**src/source/cov_pkg.sv**
```systemverilog
package cov_pkg;

    // Widths with a meaning of their own
    typedef logic [31:0] addr_t;
    typedef logic [31:0] data_t;
    typedef logic [31:0] cycle_count_t;
    typedef logic [5:0]  cov_count_t;

    // Register map of the cosine slave
    localparam addr_t ADDR_BASIC_MIN  = 32'h0000_0000;
    localparam addr_t ADDR_BASIC_MAX  = 32'h0000_000C;
    localparam addr_t ADDR_COS_CTRL   = 32'h0000_0020;
    localparam addr_t ADDR_COS_DATA   = 32'h0000_0024;
    localparam addr_t ADDR_COS_STATUS = 32'h0000_0028;

    // Page in PADDR[7:4], offset in PADDR[3:0]
    localparam logic [3:0] PAGE_BASIC = 4'h0;
    localparam logic [3:0] PAGE_COS   = 4'h2;
    localparam logic [3:0] OFS_CTRL   = 4'h0;
    localparam logic [3:0] OFS_DATA   = 4'h4;
    localparam logic [3:0] OFS_STATUS = 4'h8;

    // Q16 results for +1 and -1
    localparam data_t COS_PLUS_ONE  = 32'h0001_0000;
    localparam data_t COS_MINUS_ONE = 32'hFFFF_0000;

    localparam int BIN_TOTAL = 43;

    typedef enum logic [1:0] {
        M_IDLE   = 2'd0,
        M_SETUP  = 2'd1,
        M_ACCESS = 2'd2
    } master_state_t;

    typedef struct packed {
        logic  psel;
        logic  penable;
        logic  pwrite;
        addr_t paddr;
        data_t pwdata;
        logic  pready;
    } apb_bus_t;

    typedef struct packed {
        data_t cos_data;
        logic  start_calculation;
        logic  calculation_done;
    } cos_side_t;

    typedef struct packed {
        master_state_t master_state;
        logic          transaction_active;
    } master_side_t;

    typedef struct packed {
        logic cond_pready;
        logic cond_psel_penable;
        logic cond_pwrite;
        logic cond_start_calc;
        logic wr_basic;
        logic wr_cos_ctrl;
        logic wr_cos_data;
        logic rd_basic;
        logic rd_cos_ctrl;
        logic rd_cos_data;
        logic rd_status;
        logic fn_write;
        logic fn_read;
        logic fn_cos_calc;
        logic addr_min;
        logic addr_max_basic;
        logic addr_cos_ctrl;
        logic addr_cos_data;
        logic addr_cos_status;
        logic data_zero;
        logic data_max;
        logic cos_plus_one;
        logic cos_minus_one;
    } apb_hits_t;

    typedef struct packed {
        logic cond_transaction;
        logic br_idle_setup;
        logic br_setup_access;
        logic br_access_idle;
        logic seen_idle;
        logic seen_setup;
        logic seen_access;
        logic tr_idle_setup;
        logic tr_setup_access;
        logic tr_access_idle;
    } fsm_hits_t;

    typedef struct packed {
        logic psel_rise;
        logic psel_fall;
        logic penable_rise;
        logic penable_fall;
        logic pwrite_rise;
        logic pwrite_fall;
        logic start_rise;
        logic start_fall;
        logic done_rise;
        logic done_fall;
    } toggle_hits_t;

endpackage

```
**src/source/apb_access_bins.sv**
```systemverilog
module apb_access_bins
    import cov_pkg::*;
(
    input  logic      PCLK,
    input  logic      PRESETn,
    input  apb_bus_t  bus,
    input  cos_side_t cos,
    output apb_hits_t hits
);

    logic       access;
    logic [3:0] page;
    logic [3:0] offset;
    apb_hits_t  set_now;

    assign access = bus.psel && bus.penable;
    assign page   = bus.paddr[7:4];
    assign offset = bus.paddr[3:0];

    always_comb begin
        set_now = '0;

        set_now.cond_pready       = bus.pready;
        set_now.cond_psel_penable = access;
        set_now.cond_pwrite       = bus.pwrite;
        set_now.cond_start_calc   = cos.start_calculation;

        // Slave write decode
        if (access && bus.pwrite) begin
            if (page == PAGE_BASIC) begin
                set_now.wr_basic = 1'b1;
            end else if (page == PAGE_COS) begin
                if (offset == OFS_CTRL) begin
                    set_now.wr_cos_ctrl = 1'b1;
                end else if (offset == OFS_DATA) begin
                    set_now.wr_cos_data = 1'b1;
                end
            end
        end

        // Slave read decode including the read only status
        if (access && !bus.pwrite) begin
            if (page == PAGE_BASIC) begin
                set_now.rd_basic = 1'b1;
            end else if (page == PAGE_COS) begin
                if (offset == OFS_CTRL) begin
                    set_now.rd_cos_ctrl = 1'b1;
                end else if (offset == OFS_DATA) begin
                    set_now.rd_cos_data = 1'b1;
                end else if (offset == OFS_STATUS) begin
                    set_now.rd_status = 1'b1;
                end
            end
        end

        set_now.fn_write    = access && bus.pwrite;
        set_now.fn_read     = access && !bus.pwrite;
        set_now.fn_cos_calc = cos.start_calculation && !cos.calculation_done;

        // Boundary addresses
        set_now.addr_min        = (bus.paddr == ADDR_BASIC_MIN);
        set_now.addr_max_basic  = (bus.paddr == ADDR_BASIC_MAX);
        set_now.addr_cos_ctrl   = (bus.paddr == ADDR_COS_CTRL);
        set_now.addr_cos_data   = (bus.paddr == ADDR_COS_DATA);
        set_now.addr_cos_status = (bus.paddr == ADDR_COS_STATUS);

        // Boundary data and cos results
        set_now.data_zero     = (bus.pwdata == '0);
        set_now.data_max      = (bus.pwdata == '1);
        set_now.cos_plus_one  = (cos.cos_data == COS_PLUS_ONE);
        set_now.cos_minus_one = (cos.cos_data == COS_MINUS_ONE);
    end

    // Sticky until reset
    always_ff @(posedge PCLK) begin
        if (!PRESETn) begin
            hits <= '0;
        end else begin
            hits <= hits | set_now;
        end
    end

endmodule

```
**src/source/master_fsm_bins.sv**
```systemverilog
module master_fsm_bins
    import cov_pkg::*;
(
    input  logic         PCLK,
    input  logic         PRESETn,
    input  master_side_t master,
    input  logic         pready,
    output fsm_hits_t    hits,
    output cycle_count_t idle_cycles,
    output cycle_count_t setup_cycles,
    output cycle_count_t access_cycles
);

    master_state_t state;
    master_state_t prev_state;
    fsm_hits_t     set_now;

    assign state = master.master_state;

    always_comb begin
        set_now = '0;

        set_now.cond_transaction = master.transaction_active;

        // Branches taken inside the master FSM
        set_now.br_idle_setup   = (state == M_IDLE) && master.transaction_active;
        set_now.br_setup_access = (state == M_SETUP);
        set_now.br_access_idle  = (state == M_ACCESS) && pready;

        set_now.seen_idle   = (state == M_IDLE);
        set_now.seen_setup  = (state == M_SETUP);
        set_now.seen_access = (state == M_ACCESS);

        set_now.tr_idle_setup   = (prev_state == M_IDLE) && (state == M_SETUP);
        set_now.tr_setup_access = (prev_state == M_SETUP) && (state == M_ACCESS);
        set_now.tr_access_idle  = (prev_state == M_ACCESS) && (state == M_IDLE);
    end

    always_ff @(posedge PCLK) begin
        if (!PRESETn) begin
            hits       <= '0;
            prev_state <= M_IDLE;
        end else begin
            hits       <= hits | set_now;
            prev_state <= state;
        end
    end

    // Cycles spent in each state except the unused value 3
    always_ff @(posedge PCLK) begin
        if (!PRESETn) begin
            idle_cycles   <= '0;
            setup_cycles  <= '0;
            access_cycles <= '0;
        end else begin
            case (state)
                M_IDLE:   idle_cycles   <= idle_cycles + 1'b1;
                M_SETUP:  setup_cycles  <= setup_cycles + 1'b1;
                M_ACCESS: access_cycles <= access_cycles + 1'b1;
                default: begin
                end
            endcase
        end
    end

endmodule

```
**src/source/toggle_bins.sv**
```systemverilog
module toggle_bins
    import cov_pkg::*;
(
    input  logic         PCLK,
    input  logic         PRESETn,
    input  apb_bus_t     bus,
    input  cos_side_t    cos,
    output toggle_hits_t hits
);

    // Order is psel, penable, pwrite, start, done
    logic [4:0]   cur;
    logic [4:0]   prev;
    logic [4:0]   rise;
    logic [4:0]   fall;
    toggle_hits_t set_now;

    assign cur = {bus.psel, bus.penable, bus.pwrite,
                  cos.start_calculation, cos.calculation_done};

    assign rise = cur & ~prev;
    assign fall = ~cur & prev;

    assign set_now = '{
        psel_rise:    rise[4],
        psel_fall:    fall[4],
        penable_rise: rise[3],
        penable_fall: fall[3],
        pwrite_rise:  rise[2],
        pwrite_fall:  fall[2],
        start_rise:   rise[1],
        start_fall:   fall[1],
        done_rise:    rise[0],
        done_fall:    fall[0]
    };

    always_ff @(posedge PCLK) begin
        if (!PRESETn) begin
            prev <= '0;
            hits <= '0;
        end else begin
            prev <= cur;
            hits <= hits | set_now;
        end
    end

endmodule

```
**src/source/coverage_tally.sv**
```systemverilog
module coverage_tally
    import cov_pkg::*;
(
    input  logic         PCLK,
    input  logic         PRESETn,
    input  apb_hits_t    apb_hits,
    input  fsm_hits_t    fsm_hits,
    input  toggle_hits_t toggle_hits,
    output cov_count_t   covered,
    output logic         complete
);

    logic [BIN_TOTAL-1:0] all_hits;
    cov_count_t           count_now;

    assign all_hits = {apb_hits, fsm_hits, toggle_hits};

    // Popcount over every bin
    always_comb begin
        count_now = '0;
        for (int i = 0; i < BIN_TOTAL; i++) begin
            count_now = count_now + cov_count_t'(all_hits[i]);
        end
    end

    always_ff @(posedge PCLK) begin
        if (!PRESETn) begin
            covered <= '0;
        end else begin
            covered <= count_now;
        end
    end

    assign complete = (covered == cov_count_t'(BIN_TOTAL));

endmodule

```
**src/source/coverage_collector.sv**
```systemverilog
module coverage_collector
    import cov_pkg::*;
(
    input  logic         PCLK,
    input  logic         PRESETn,
    input  logic         PSEL,
    input  logic         PENABLE,
    input  logic         PWRITE,
    input  addr_t        PADDR,
    input  data_t        PWDATA,
    input  logic         PREADY,
    input  data_t        cos_data_reg,
    input  logic         start_calculation,
    input  logic         calculation_done,
    input  logic [1:0]   master_state,
    input  logic         transaction_active,
    output apb_hits_t    apb_hits,
    output fsm_hits_t    fsm_hits,
    output toggle_hits_t toggle_hits,
    output cycle_count_t idle_cycles,
    output cycle_count_t setup_cycles,
    output cycle_count_t access_cycles,
    output cov_count_t   covered,
    output logic         complete
);

    apb_bus_t     bus;
    cos_side_t    cos;
    master_side_t master;

    assign bus = '{
        psel:    PSEL,
        penable: PENABLE,
        pwrite:  PWRITE,
        paddr:   PADDR,
        pwdata:  PWDATA,
        pready:  PREADY
    };

    assign cos = '{
        cos_data:          cos_data_reg,
        start_calculation: start_calculation,
        calculation_done:  calculation_done
    };

    assign master = '{
        master_state:       master_state_t'(master_state),
        transaction_active: transaction_active
    };

    apb_access_bins apb_bins_i (
        .PCLK    (PCLK),
        .PRESETn (PRESETn),
        .bus     (bus),
        .cos     (cos),
        .hits    (apb_hits)
    );

    master_fsm_bins fsm_bins_i (
        .PCLK          (PCLK),
        .PRESETn       (PRESETn),
        .master        (master),
        .pready        (PREADY),
        .hits          (fsm_hits),
        .idle_cycles   (idle_cycles),
        .setup_cycles  (setup_cycles),
        .access_cycles (access_cycles)
    );

    toggle_bins toggle_bins_i (
        .PCLK    (PCLK),
        .PRESETn (PRESETn),
        .bus     (bus),
        .cos     (cos),
        .hits    (toggle_hits)
    );

    coverage_tally tally_i (
        .PCLK        (PCLK),
        .PRESETn     (PRESETn),
        .apb_hits    (apb_hits),
        .fsm_hits    (fsm_hits),
        .toggle_hits (toggle_hits),
        .covered     (covered),
        .complete    (complete)
    );

endmodule

```
**config.mk**
```make
export PLATFORM = sky130hd
export DESIGN_NAME = coverage_collector
export DESIGN_NICKNAME = d
export VERILOG_FILES = /design/src/source/cov_pkg.sv /design/src/source/apb_access_bins.sv /design/src/source/master_fsm_bins.sv /design/src/source/toggle_bins.sv /design/src/source/coverage_tally.sv /design/src/source/coverage_collector.sv
export SDC_FILE = /design/constraint.sdc
export NUM_CORES = 1
export LEC_CHECK = 0
export BUFFER_PORTS_ARGS = -buffer_cell sky130_fd_sc_hd__buf_2
export CAP_MARGIN = 20
export CORE_ASPECT_RATIO = 0.8
export CORE_MARGIN = 4
export CORE_UTILIZATION = 26
export CTS_BUF_LIST = sky130_fd_sc_hd__clkbuf_16
export CTS_CLUSTER_DIAMETER = 30
export CTS_CLUSTER_SIZE = 10
export DETAILED_ROUTE_END_ITERATION = 7
export GPL_ROUTABILITY_DRIVEN = 0
export PLACE_DENSITY_LB_ADDON = 0.15
export SLEW_MARGIN = 20
export SYNTH_ARGS = -nofsm -noshare
export SYNTH_HDL_FRONTEND = slang
export SYNTH_SLANG_ARGS = --single-unit
```
**constraint.sdc**
```tcl
create_clock -name PCLK -period 8.4 [get_ports PCLK]
set_clock_uncertainty 0.15 [all_clocks]
set_input_delay 1.68 -clock PCLK [delete_from_list [all_inputs] [get_ports PCLK]]
set_output_delay 1.68 -clock PCLK [all_outputs]
set_load 0.005 [all_outputs]
```
* After elaboration in Yosys (flattened, before gate mapping)
Cells that the tools add are included.
Operators by class: add/sub/neg operators 45, $mul 0, div/mod/pow operators 0, $lt $le $gt $ge 0, equality and inequality tests 15, shifts and indexed selects 0, multiplexer cells 13, bitwise operators 7, reduce and logical (&&, ||, !) cells 17
Operators with widths (count):
- adder 6 x 1 -> 6 bit | 41
- adder 32 x 1 -> 32 bit (second input constant) | 3
- equality test 32 x 6 -> 1 bit (second input constant) | 3
- equality test 32 bit (second input constant) | 2
- logical NOT 32 bit | 2
- equality test 32 x 17 -> 1 bit (second input constant) | 1
- equality test 32 x 4 -> 1 bit (second input constant) | 1
- OR 23 bit | 1
- OR 10 bit | 2
- AND 5 bit | 2
- inverter 5 bit | 2
- logical AND 1 bit | 9
- two-way mux 3 bit | 3
- logical NOT 4 bit | 2
- equality test 6 bit (second input constant) | 1
- two-way mux 1 bit | 6
- two-way mux 2 bit | 3
- equality test 2 x 1 -> 1 bit (second input constant) | 2
- equality test 2 bit (second input constant) | 2
- equality test 4 x 2 -> 1 bit (second input constant) | 1
- equality test 4 x 3 -> 1 bit (second input constant) | 1
- equality test 4 bit (second input constant) | 1
- logical NOT 2 bit | 2
- two-way mux 4 bit | 1
- other kinds (2) | 3
Word-level totals: register bits after elaboration 152, latch bits 0, bits in writable memories 0, memory bits (read-only) 0, input bits 107, output and inout bits 146, word-level logic and storage cells 146, memories 0

* Logic depth before layout (Yosys ltp)
Gate-level depths: netlist of run 1.
depth in word-level cells 42, mapped depth 19, gate-level depth less buffers 19

* Hierarchy
Synthesis of run 1 repeated with hierarchy kept, for this count alone.
Second synthesis, totals: cell total of the unflattened synthesis 840, area total of the unflattened synthesis 7851.3 um^2
By module, submodules not included:
- master_fsm_bins | times used 1, cells each 566, area an instance 5068.6 um^2, sequential area each 2162.1 um^2
- coverage_tally | times used 1, cells each 109, area an instance 1187.4 um^2, sequential area each 120.1 um^2
- apb_access_bins | times used 1, cells each 124, area an instance 1108.6 um^2, sequential area each 460.4 um^2
- toggle_bins | times used 1, cells each 41, area an instance 486.7 um^2, sequential area each 300.3 um^2

* Least setup slack after synthesis of run 1
Ideal clock, no wire load.
path type flip-flop to flip-flop, start register toggle_bins_i.hits[0] (netlist name), end register tally_i.covered[4], setup time 128 ps, data arrival time 5139 ps, required time 8122 ps, path slack 2983 ps, stages on the path, launching flop included 18, buffers on the path 0, period minus slack after synthesis 5417 ps, path through dfxtp_1 -> ha_1 -> inv_1 -> fa_1 -> fa_1 -> inv_1 -> fa_1 -> fa_1 -> fa_1 -> inv_1 -> fa_1 -> fa_1 -> inv_1 -> fa_1 -> a21o_1 -> a21oi_1 -> xor2_1 -> nor2_1
On the way: longest elaborated chain between the ends 42
Ends and longest elaborated chain:
- from (decl) | RTL line toggle_bins.sv:8 | output toggle_hits_t hits
- from (signal assigned) | RTL line toggle_bins.sv:43 | hits <= hits | set_now;
- adder 1 x 1 -> 2 bit | RTL line coverage_tally.sv:22 | count_now = count_now + cov_count_t'(all_hits[i]);
- adder 6 x 1 -> 6 bit (41 in a row) | RTL line coverage_tally.sv:22
- to (signal assigned) | RTL line coverage_tally.sv:30 | covered <= count_now;
- to (decl) | RTL line coverage_tally.sv:9 | output cov_count_t covered,
Every way passes these cells. A chain may end at the register's enable or synchronous reset.

* Final worst setup path of run 1
Ends and elaborated chain as after synthesis.

==> results.tsv, run 1 <==
metric	value	unit
crit end category	flop	
Yosys top cell by area	dfxtp_1	
Synthesis Warnings	0	
Clk Latency, worst-skew pair	420	ps
area grow syn2layout	28.13	%
Seq pwr share	39.9	%
FF-to-FF Start	toggle_bins_i.hits[0]$_SDFF_PN0_	
Fin. Hold Viols	0	
Psw	0.0005301	W
fraction of registers with async set/reset	0	%
status	completed	
Min-Delay Endpoint	toggle_bins_i.hits[6]$_SDFF_PN0_	
critical path startpoint category	flop	
Worst-Margin Slew	921.7	ps
DR DRC count	0	
Max VDD drop	0.1284	mV
DRT Wirelength	24090	um
Longest Clk Path Bufs	2	
Post-CTS Setup Bufs	0	
Critical Path AT	5750	ps
CTS tree	built	
top cell type's share of synthesized area	39.30	%
Distinct cells, synth	51	
P per Cell Area	190.9	nW/um^2
Antenna Nets Post-Route	0	
Port Buffers	252	
EDFF count, synth	0	
clock tree root driver cell	clkbuf_16	
Die ar.	32630	um^2
part of the cycle the worst path needs	66.90	%
row cnt	56	
Worst R2R Setup Slack	2780	ps
top cells by area, synth	dfxtp_1 39%, fa_1 8.8%, inv_1 3.8%	
TritonCTS Buffers	17	
Peak Freq	0.1780	GHz
final setup violation count	0	
Slew HR	38.55	%
total chip power	0.001894	W
# IOs	253	
maxcap violations	0	
Clock Power Share	41.1	%
vias	7004	
first-pass GRT wire length	39110	um
post-synthesis average cell area	8.911	um^2
dominant synthesized flop cell	dfxtp_1	
placed cells	1463	
ANT cells	0	
routed vias/inst	4.688	
Slew Viols, Final	0	
Gate power share	19.0	%
post-synth net total	1024	
number of iterations in the first detailed-routing pass	4	
core area	29360	um^2
initial core utilization	26.38	%
Die Height	162.4	um
total internal power	0.001364	W
worst r2r dst	tally_i.covered[4]$_SDFF_PN0_	
HPWL after DPL	18540	um
Hold Crit Start	toggle_bins_i.prev[3]$_SDFF_PN0_	
Resize count post-CTS	0	
Worst Hold Depth	2	
Leak	4.334	nW
Worst-path clk slew	60	ps
starting DRC count in detailed routing	345	
RSZ-0062 raised after global routing	no	
Sum Neg Setup Slack	0	ps
share of layout cells above drive strength 1	25.96	%
initial antenna violation count	0	
final net count	1260	
Die Width	201.0	um
register area share after synthesis	39.30	%
post-route minimum period	5619	ps
Max FO, Critical Path	3	
GR Overflow Total	0	
clock sinks	152	
number of global-route vias before repair	6871	
Finished Layout Cells	1494	
#FFs+latches synth	152	
Avg WL per Cell	16.12	um
Sw Ratio	27.98	%
GRT Overall Usage	14.93	%
Synth Cell Area	7744	um^2
htree depth	4	
WP data required	8530	ps
WS Path Type	reg -> reg	
pin count of the biggest net entering global routing	76	
Gate Count Post-Synth	869	
hold crit path type	reg -> reg	
worst-case hold slack	318.6	ps
Reg2Reg Depth	17	
# hold bufs at CTS	0	
==> cells in the mapped netlist (14+ instances only) <==
master	n
dfxtp_1	152
inv_1	79
nor2_1	76
a21oi_1	56
nand2_1	45
nand4_1	42
fa_1	34
nand3_1	32
nor4_1	31
nand2b_1	30
clkbuf_1	25
or3_1	24
o21ai_0	23
xor2_1	22
or4_1	17
ha_1	14
==> routing by layer <==
layer  part of all wire, %  routed length [um]  global-route usage [%]
met1                    52               12530                   22.13
met4                   1.3                 306                   4.128
met3                   6.3                1516                   4.440
met2                    40                9733                   20.99
met5                     0                   0                       0
==> registers in the layout, summed over array words and instances (netlist names), 5 cells and up <==
| name | cells |
|---|---|
| fsm_bins_i.access_cycles | 32 |
| fsm_bins_i.idle_cycles | 32 |
| fsm_bins_i.setup_cycles | 32 |
| apb_bins_i.hits | 23 |
| fsm_bins_i.hits | 10 |
| toggle_bins_i.hits | 10 |
| tally_i.covered | 6 |
| toggle_bins_i.prev | 5 |
==> kinds of logic after synthesis <==
logic type | after synthesis | synth area share [%]
xor gates and xnor gates | 35 | 3.959
adders and majority gates | 48 | 11.05
AOI/OAI and AO/OA | 140 | 11.75
and+or+nand+nor | 364 | 26.35
buffers and inverters | 118 | 6.043
muxes | 12 | 1.551
DFF | 152 | 39.30
==> worst max-delay path: stages (launching register included) <==
cell     delay (ps)
dfxtp_1         330
ha_1            310
inv_1            70
fa_1            440
fa_1            390
inv_1            80
fa_1            440
fa_1            520
fa_1            550
inv_1            50
fa_1            500
fa_1            550
inv_1            70
fa_1            460
a21o_1          200
a21oi_1         170
xor2_1          150
nor2_1           50
==> power groups by stage <==
stage	sequential, W	clock, W	combinational [W]
after floorplan	0.000771	0	0.000232
after global placement	0.000772	0	0.000361
after detailed placement	0.000772	0	0.000366
after CTS	0.000756	0.000808	0.000369
after global routing	0.000758	0.000837	0.000426
final	0.000755	0.000778	0.000361
==> final cells by class <==
cell class / instances / area [um^2]
fillers: 3112 / 19440
multi-input cells: 599 / 4233
flip-flops and latches: 152 / 3043
repair buffers: 256 / 1291
well taps: 377 / 471.7
clock buffers: 17 / 425.4
inverters: 79 / 299.0
clock inverters: 14 / 158.9
==> through the flow <==
stage / util, % / cell area (um^2) / setup WS, ps
2_1_floorplan: - / 7744 / 2983
3_3_place_gp: 31.81 / 9338 / 2810
3_5_place_dp: 31.81 / 9338 / 2758
4_1_cts: 33.80 / 9922 / 2742
5_1_grt: 33.80 / 9922 / 2495
6_report: 33.80 / 9922 / 2781
==> worst max path at each step <==
stage / startpoint / endpoint / slack (ps) / cells after the start
final: toggle_bins_i.hits[0]$_SDFF_PN0_ / tally_i.covered[4]$_SDFF_PN0_ / 2780 / 17
after global routing: toggle_bins_i.hits[0]$_SDFF_PN0_ / tally_i.covered[4]$_SDFF_PN0_ / 2500 / 17
after CTS: toggle_bins_i.hits[0]$_SDFF_PN0_ / tally_i.covered[4]$_SDFF_PN0_ / 2740 / 17
after detailed placement: toggle_bins_i.hits[0]$_SDFF_PN0_ / tally_i.covered[4]$_SDFF_PN0_ / 2760 / 17
after global placement: toggle_bins_i.hits[0]$_SDFF_PN0_ / tally_i.covered[4]$_SDFF_PN0_ / 2810 / 17
after floorplan: toggle_bins_i.hits[0]$_SDFF_PN0_ / tally_i.covered[4]$_SDFF_PN0_ / 2980 / 17
==> cell usage in the layout (no fill, tap or decap), drive strengths merged, types with 4 or more instances in the layout <==
cell	Yosys	layout
o311ai	13	13
o31ai	9	9
and3	12	12
and2	13	13
clkbuf	25	17
ha	14	14
nor4	31	31
nor3	8	8
clkinvlp	0	4
nand4	44	44
a21oi	56	56
or4	17	17
xnor2	13	13
mux2i	12	12
xor2	22	22
buf	14	256
o41ai	13	13
and4	13	13
nand3b	4	4
nand3	32	32
o21ai	23	23
nor2	76	76
nand2	45	45
inv	79	81
clkinv	0	5
or3	24	24
o21a	12	12
dfxtp	152	152
nand2b	30	30
fa	34	34
(Power assumes the default switching activity.)
==> run 2, diff against run 1 <==
clock period = 5.4 ns   (was 8.4 ns; I/O delays follow)
==> results.tsv, run 2 (synthesis results as in run 1) <==
metric	value	unit	change
status	finished with violations		was completed
failing checks	negative setup slack		
Reg2Reg Depth	16		was 17
CTS tree	built		unchanged
final setup violation count	1		was 0
Slew Viols, Final	0		unchanged
total chip power	0.003027	W	was 0.001894 W
part of the cycle the worst path needs	100.2	%	was 66.90%
row cnt	56		unchanged
core area	29360	um^2	unchanged
routed vias/inst	4.679		was 4.688
worst r2r dst	tally_i.covered[4]$_SDFF_PN0_		unchanged
Max VDD drop	0.2102	mV	was 0.1284 mV
Hold Crit Start	fsm_bins_i.access_cycles[31]$_SDFFE_PN0P_		was toggle_bins_i.prev[3]$_SDFF_PN0_
DR DRC count	0		unchanged
Critical path origin	toggle_bins_i.hits[0]$_SDFF_PN0_		unchanged
starting DRC count in detailed routing	323		was 345
number of global-route vias before repair	6886		was 6871
crit end category	flop		unchanged
critical path startpoint category	flop		unchanged
first-pass GRT wire length	38650	um	was 39110 um
Clk Latency, worst-skew pair	440	ps	was 420 ps
worst-case hold slack	317.6	ps	was 318.6 ps
hold crit path type	reg -> reg		unchanged
Finished Layout Cells	1507		was 1494
Worst-path clk slew	70	ps	was 60 ps
Die ar.	32630	um^2	unchanged
Fin. Hold Viols	0		unchanged
PnR worst setup slack	-10.45	ps	was 2781 ps
Antenna Nets Post-Route	0		unchanged
commonest non-fill, non-tap cells in the layout	252 x buf_2, 150 x dfxtp_1, 76 x nor2_1		was 252 x buf_2, 152 x dfxtp_1, 79 x inv_1
FF-to-FF Start	toggle_bins_i.hits[0]$_SDFF_PN0_		unchanged
P per Cell Area	301.1	nW/um^2	was 190.9 nW/um^2
share of layout cells above drive strength 1	28.17	%	was 25.96%
htree depth	4		unchanged
Post-CTS Setup Bufs	0		unchanged
Longest Clk Path Bufs	2		unchanged
vias	7051		was 7004
maxcap violations	0		unchanged
pin count of the biggest net entering global routing	74		was 76
final net count	1271		was 1260
WP data required	5550	ps	was 8530 ps
clock tree root driver cell	clkbuf_16		unchanged
Worst R2R Setup Slack	-10	ps	was 2780 ps
Slew HR	41.96	%	was 38.55%
most common cell after layout, fill and taps aside	buf_2		unchanged
Avg WL per Cell	15.95	um	was 16.12 um
placed cells	1474		was 1463
Port Buffers	252		unchanged
Die Height	162.4	um	unchanged
TritonCTS Buffers	17		unchanged
Layout fillers	3089		was 3112
# hold bufs at CTS	0		unchanged
initial core utilization	26.38	%	unchanged
WS Path Type	reg -> reg		unchanged
# IOs	253		unchanged
clock sinks	152		unchanged
Critical Path AT	5560	ps	was 5750 ps
number of iterations in the first detailed-routing pass	5		was 4
Max FO, Critical Path	2		was 3
Leak	4.391	nW	was 4.334 nW
area grow syn2layout	29.81	%	was 28.13%
initial antenna violation count	1		was 0
Peak Freq	0.1848	GHz	was 0.1780 GHz
DRT Wirelength	24040	um	was 24090 um
biggest regs	fsm_bins_i.access_cycles x32, fsm_bins_i.idle_cycles x32, fsm_bins_i.setup_cycles x32		unchanged
Die Width	201.0	um	unchanged
Worst-Margin Slew	867.5	ps	was 921.7 ps
HPWL after DPL	18380	um	was 18540 um
post-route minimum period	5410	ps	was 5619 ps
GRT Overall Usage	14.78	%	was 14.93%
RSZ-0062 raised after global routing	yes		was no
Worst Setup EP	tally_i.covered[4]$_SDFF_PN0_		unchanged
GR Overflow Total	0		unchanged
-- run 2: power breakdown --
group	internal, W	total (W)	switching [W]	leakage, nW
sequential	0.00115	0.00118	0.0000224	1.23
clock	0.000729	0.00125	0.000519	0.289
combinational	0.000269	0.000603	0.000334	2.87
total	0.00215	0.00303	0.000875	4.39
-- run 2: routing by layer --
metal / global-route usage, % / up-vias / wire (um) / part of all wire (%)
li1: - / 3604 / - / -
met1: 22.15 / 3279 / 12600 / 52
met2: 20.49 / 153 / 9739 / 41
met3: 4.678 / 15 / 1492 / 6.2
met4: 3.565 / 0 / 207 / 0.86
met5: 0 / - / 0 / 0
-- run 2: how the worst min path moves through the flow --
| stage | endpoint | slack (ps) | cells after the start |
|---|---|---|---|
| finish | fsm_bins_i.access_cycles[31]$_SDFFE_PN0P_ | 320 | 2 |
| global route | toggle_bins_i.hits[2]$_SDFF_PN0_ | 350 | 2 |
| CTS | fsm_bins_i.access_cycles[31]$_SDFFE_PN0P_ | 320 | 2 |
| detailed placement | fsm_bins_i.access_cycles[31]$_SDFFE_PN0P_ | 310 | 2 |
| global placement | fsm_bins_i.access_cycles[31]$_SDFFE_PN0P_ | 300 | 2 |
| floorplan | toggle_bins_i.hits[2]$_SDFF_PN0_ | 290 | 2 |
-- run 2: metrics by stage --
| step | worst slack, ps | util [%] | instance area (um^2) | setup TNS [ps] |
|---|---|---|---|---|
| after global placement | -112.9 | 32.08 | 9419 | -112.9 |
| after CTS | -12.21 | 34.18 | 10030 | -12.21 |
| after detailed placement | -138.7 | 32.08 | 9419 | -138.7 |
| final | -10.45 | 34.24 | 10050 | -10.45 |
| after global routing | -191.5 | 34.23 | 10050 | -312.6 |
| after floorplan | 8.111 | - | 7744 | 0 |
-- run 2: repair_timing --
action / CTS / global route
pin swaps: 10 / 9
gates resized for setup: 6 / 11
setup endpoints to repair: 2 / 4
-- run 2: cell type report --
class	count	area (um^2)	area share, %
Sequential cell	152	3045	30.30
Timing Repair Buffer	267	1374	13.67
Antenna cell	1	2.502	0.02489
Multi-Input combinational cell	599	4258	42.36
Tap cell	377	471.7	4.693
Clock inverter	15	177.7	1.767
Inverter	79	297.8	2.962
Clock buffer	17	425.4	4.232
-- run 2: critical path, cell delays in order (launching register included) --
cell	delay, ps
dfxtp_1	310
ha_1	280
inv_1	70
fa_1	430
fa_2	540
fa_1	420
fa_1	480
fa_1	540
fa_1	430
fa_1	520
inv_2	50
ha_4	160
fa_2	330
a21o_1	190
a21oi_2	150
xor2_1	160
nor2_1	60
==> run 3, diff against run 2 <==
--- a/constraint.sdc
+++ b/constraint.sdc
@@ -4,2 +4,2 @@
 set_output_delay 1.08 -clock PCLK [all_outputs]
-set_load 0.005 [all_outputs]
+set_load 0.02 [all_outputs]
==> results.tsv, run 3 (synthesis results as in run 1) <==
metric	value	unit	change
initial antenna violation count	0		was 1
met1 usage	22.43	%	was 22.15%
Critical Path AT	5510	ps	was 5560 ps
crit end category	flop		unchanged
met2 GRT Util	21.12	%	was 20.49%
HPWL after DPL	18890	um	was 18380 um
# IOs	253		unchanged
area grow syn2layout	30.23	%	was 29.81%
WP data required	5550	ps	about the same
share of layout cells above drive strength 1	27.99	%	was 28.17%
CP top delay family	adder cells		unchanged
critical path buffer and inverter count	2		unchanged
Slew HR	36.39	%	was 41.96%
worst-case hold slack	316.4	ps	was 317.6 ps
row cnt	56		unchanged
Port Buffers	252		unchanged
maxcap violations	0		unchanged
CTS tree	built		unchanged
Die Width	201.0	um	unchanged
final net count	1272		was 1271
htree depth	4		unchanged
post-route minimum period	5360	ps	was 5410 ps
Antenna Nets Post-Route	0		unchanged
Slew Viols, Final	0		unchanged
P per Cell Area	305.3	nW/um^2	was 301.1 nW/um^2
Longest Clk Path Bufs	2		unchanged
GRT Overall Usage	14.96	%	was 14.78%
clock sinks	152		unchanged
critical path startpoint category	flop		unchanged
CP Cell Sequence	ha_4 > inv_1 > fa_1 > fa_2 > fa_1 > fa_1 > fa_1 > fa_1 > fa_1 > inv_2 > ha_4 > fa_2 > a21o_1 > a21oi_2 > xor2_1 > nor2_1		was ha_1 > inv_1 > fa_1 > fa_2 > fa_1 > fa_1 > fa_1 > fa_1 > fa_1 > inv_2 > ha_4 > fa_2 > a21o_1 > a21oi_2 > xor2_1 > nor2_1
ANT cells	0		was 1
Peak Freq	0.1866	GHz	was 0.1848 GHz
GR Overflow Total	0		unchanged
DR DRC count	0		unchanged
number of global-route vias before repair	6928		was 6886
Fin. Hold Viols	0		unchanged
clock tree root driver cell	clkbuf_16		unchanged
pin count of the biggest net entering global routing	54		was 74
Slowest cell on crit path	fa_2		unchanged
core area	29360	um^2	unchanged
hold crit path type	reg -> reg		unchanged
initial core utilization	26.38	%	unchanged
Worst-path clk slew	70	ps	about the same
starting DRC count in detailed routing	334		was 323
Avg WL per Cell	16.42	um	was 15.95 um
PnR worst setup slack	39.62	ps	was -10.45 ps
first-pass GRT wire length	39070	um	was 38650 um
WS Path Type	reg -> reg		unchanged
most common cell after layout, fill and taps aside	buf_2		unchanged
final setup violation count	0		was 1
Worst-Margin Slew	950.7	ps	was 867.5 ps
TritonCTS Buffers	17		unchanged
Max FO, Critical Path	2		unchanged
grt met3 use	4.400	%	was 4.678%
commonest non-fill, non-tap cells in the layout	252 x buf_2, 148 x dfxtp_1, 78 x inv_1		was 252 x buf_2, 150 x dfxtp_1, 76 x nor2_1
Die Height	162.4	um	unchanged
Clk Latency, worst-skew pair	430	ps	was 440 ps
Critical Path Most Common Cell	fa_1		unchanged
Die ar.	32630	um^2	unchanged
status	completed		was finished with violations
Max VDD drop	0.2016	mV	was 0.2102 mV
Layout fillers	3123		was 3089
Most Used Layer, Global Route	met1		unchanged
biggest regs	fsm_bins_i.access_cycles x32, fsm_bins_i.idle_cycles x32, fsm_bins_i.setup_cycles x32		unchanged
worst stage delay on the critical path	550	ps	was 540 ps
total chip power	0.003078	W	was 0.003027 W
number of iterations in the first detailed-routing pass	5		unchanged
Leak	4.416	nW	was 4.391 nW
DRT Wirelength	24740	um	was 24040 um
vias	7136		was 7051
RSZ-0062 raised after global routing	yes		unchanged
routed vias/inst	4.738		was 4.679
part of the cycle the worst path needs	99.27	%	was 100.2%
setup slack at placement	-92.63	ps	was -138.7 ps
-- run 3: where the power goes --
part | internal [W] | total [W] | switching [W]
Clock | 0.000767 | 0.00127 | 0.000499
Combinational | 0.000269 | 0.000635 | 0.000366
Sequential | 0.00115 | 0.00118 | 0.0000226
Total | 0.00219 | 0.00308 | 0.000888
-- run 3: timing repair --
action	4_1_cts	5_1_grt
setup endpoints to repair	3	4
hold endpoints to repair	0	0
buffers inserted	1	0
pin swaps	10	7
resized for setup	5	5
hold buffers	0	0
-- run 3: final timing paths --
check / depth (start not counted) / start / endpoint / slack [ps]
worst min register to register: 2 / toggle_bins_i.prev[2]$_SDFF_PN0_ / toggle_bins_i.hits[4]$_SDFF_PN0_ / 320
worst max register to register: 16 / toggle_bins_i.hits[1]$_SDFF_PN0_ / tally_i.covered[4]$_SDFF_PN0_ / 40
worst min-delay path: 2 / toggle_bins_i.prev[2]$_SDFF_PN0_ / toggle_bins_i.hits[4]$_SDFF_PN0_ / 320
worst max-delay path: 16 / toggle_bins_i.hits[1]$_SDFF_PN0_ / tally_i.covered[4]$_SDFF_PN0_ / 40
-- run 3: per-layer routing --
layer	wire [um]	vias to the layer above	part of all wire, %
li1	-	3590	-
met1	12950	3383	52
met2	10260	150	41
met3	1334	13	5.4
met4	189	0	0.76
met5	0	-	0
-- run 3: final cells by class --
class	instances	area, um^2	share of cell area (%)
Sequential cell	152	3048	30.22
Inverter	79	297.8	2.953
Clock buffer	17	425.4	4.218
Multi-Input combinational cell	599	4278	42.42
Clock inverter	14	182.7	1.811
Timing Repair Buffer	268	1381	13.70
Tap cell	377	471.7	4.677
-- run 3: worst register-to-register path, stage by stage, from the launching register on --
cell	delay (ps)
dfxtp_2	340
ha_4	250
inv_1	40
fa_1	470
fa_2	550
fa_1	420
fa_1	460
fa_1	550
fa_1	430
fa_1	520
inv_2	50
ha_4	160
fa_2	350
a21o_1	170
a21oi_2	130
xor2_1	140
nor2_1	50
-- run 3: through the flow --
| step | instances | util [%] | instance area, um^2 | setup TNS [ps] |
|---|---|---|---|---|
| after floorplan | 869 | - | 7750 | 0 |
| after global placement | 1474 | 32.10 | 9425 | -40.71 |
| after detailed placement | 1474 | 32.10 | 9425 | -101.7 |
| after CTS | 1506 | 34.26 | 10060 | -12.99 |
| after global routing | 1506 | 34.35 | 10080 | -176.6 |
| final | 1506 | 34.35 | 10080 | 0 |
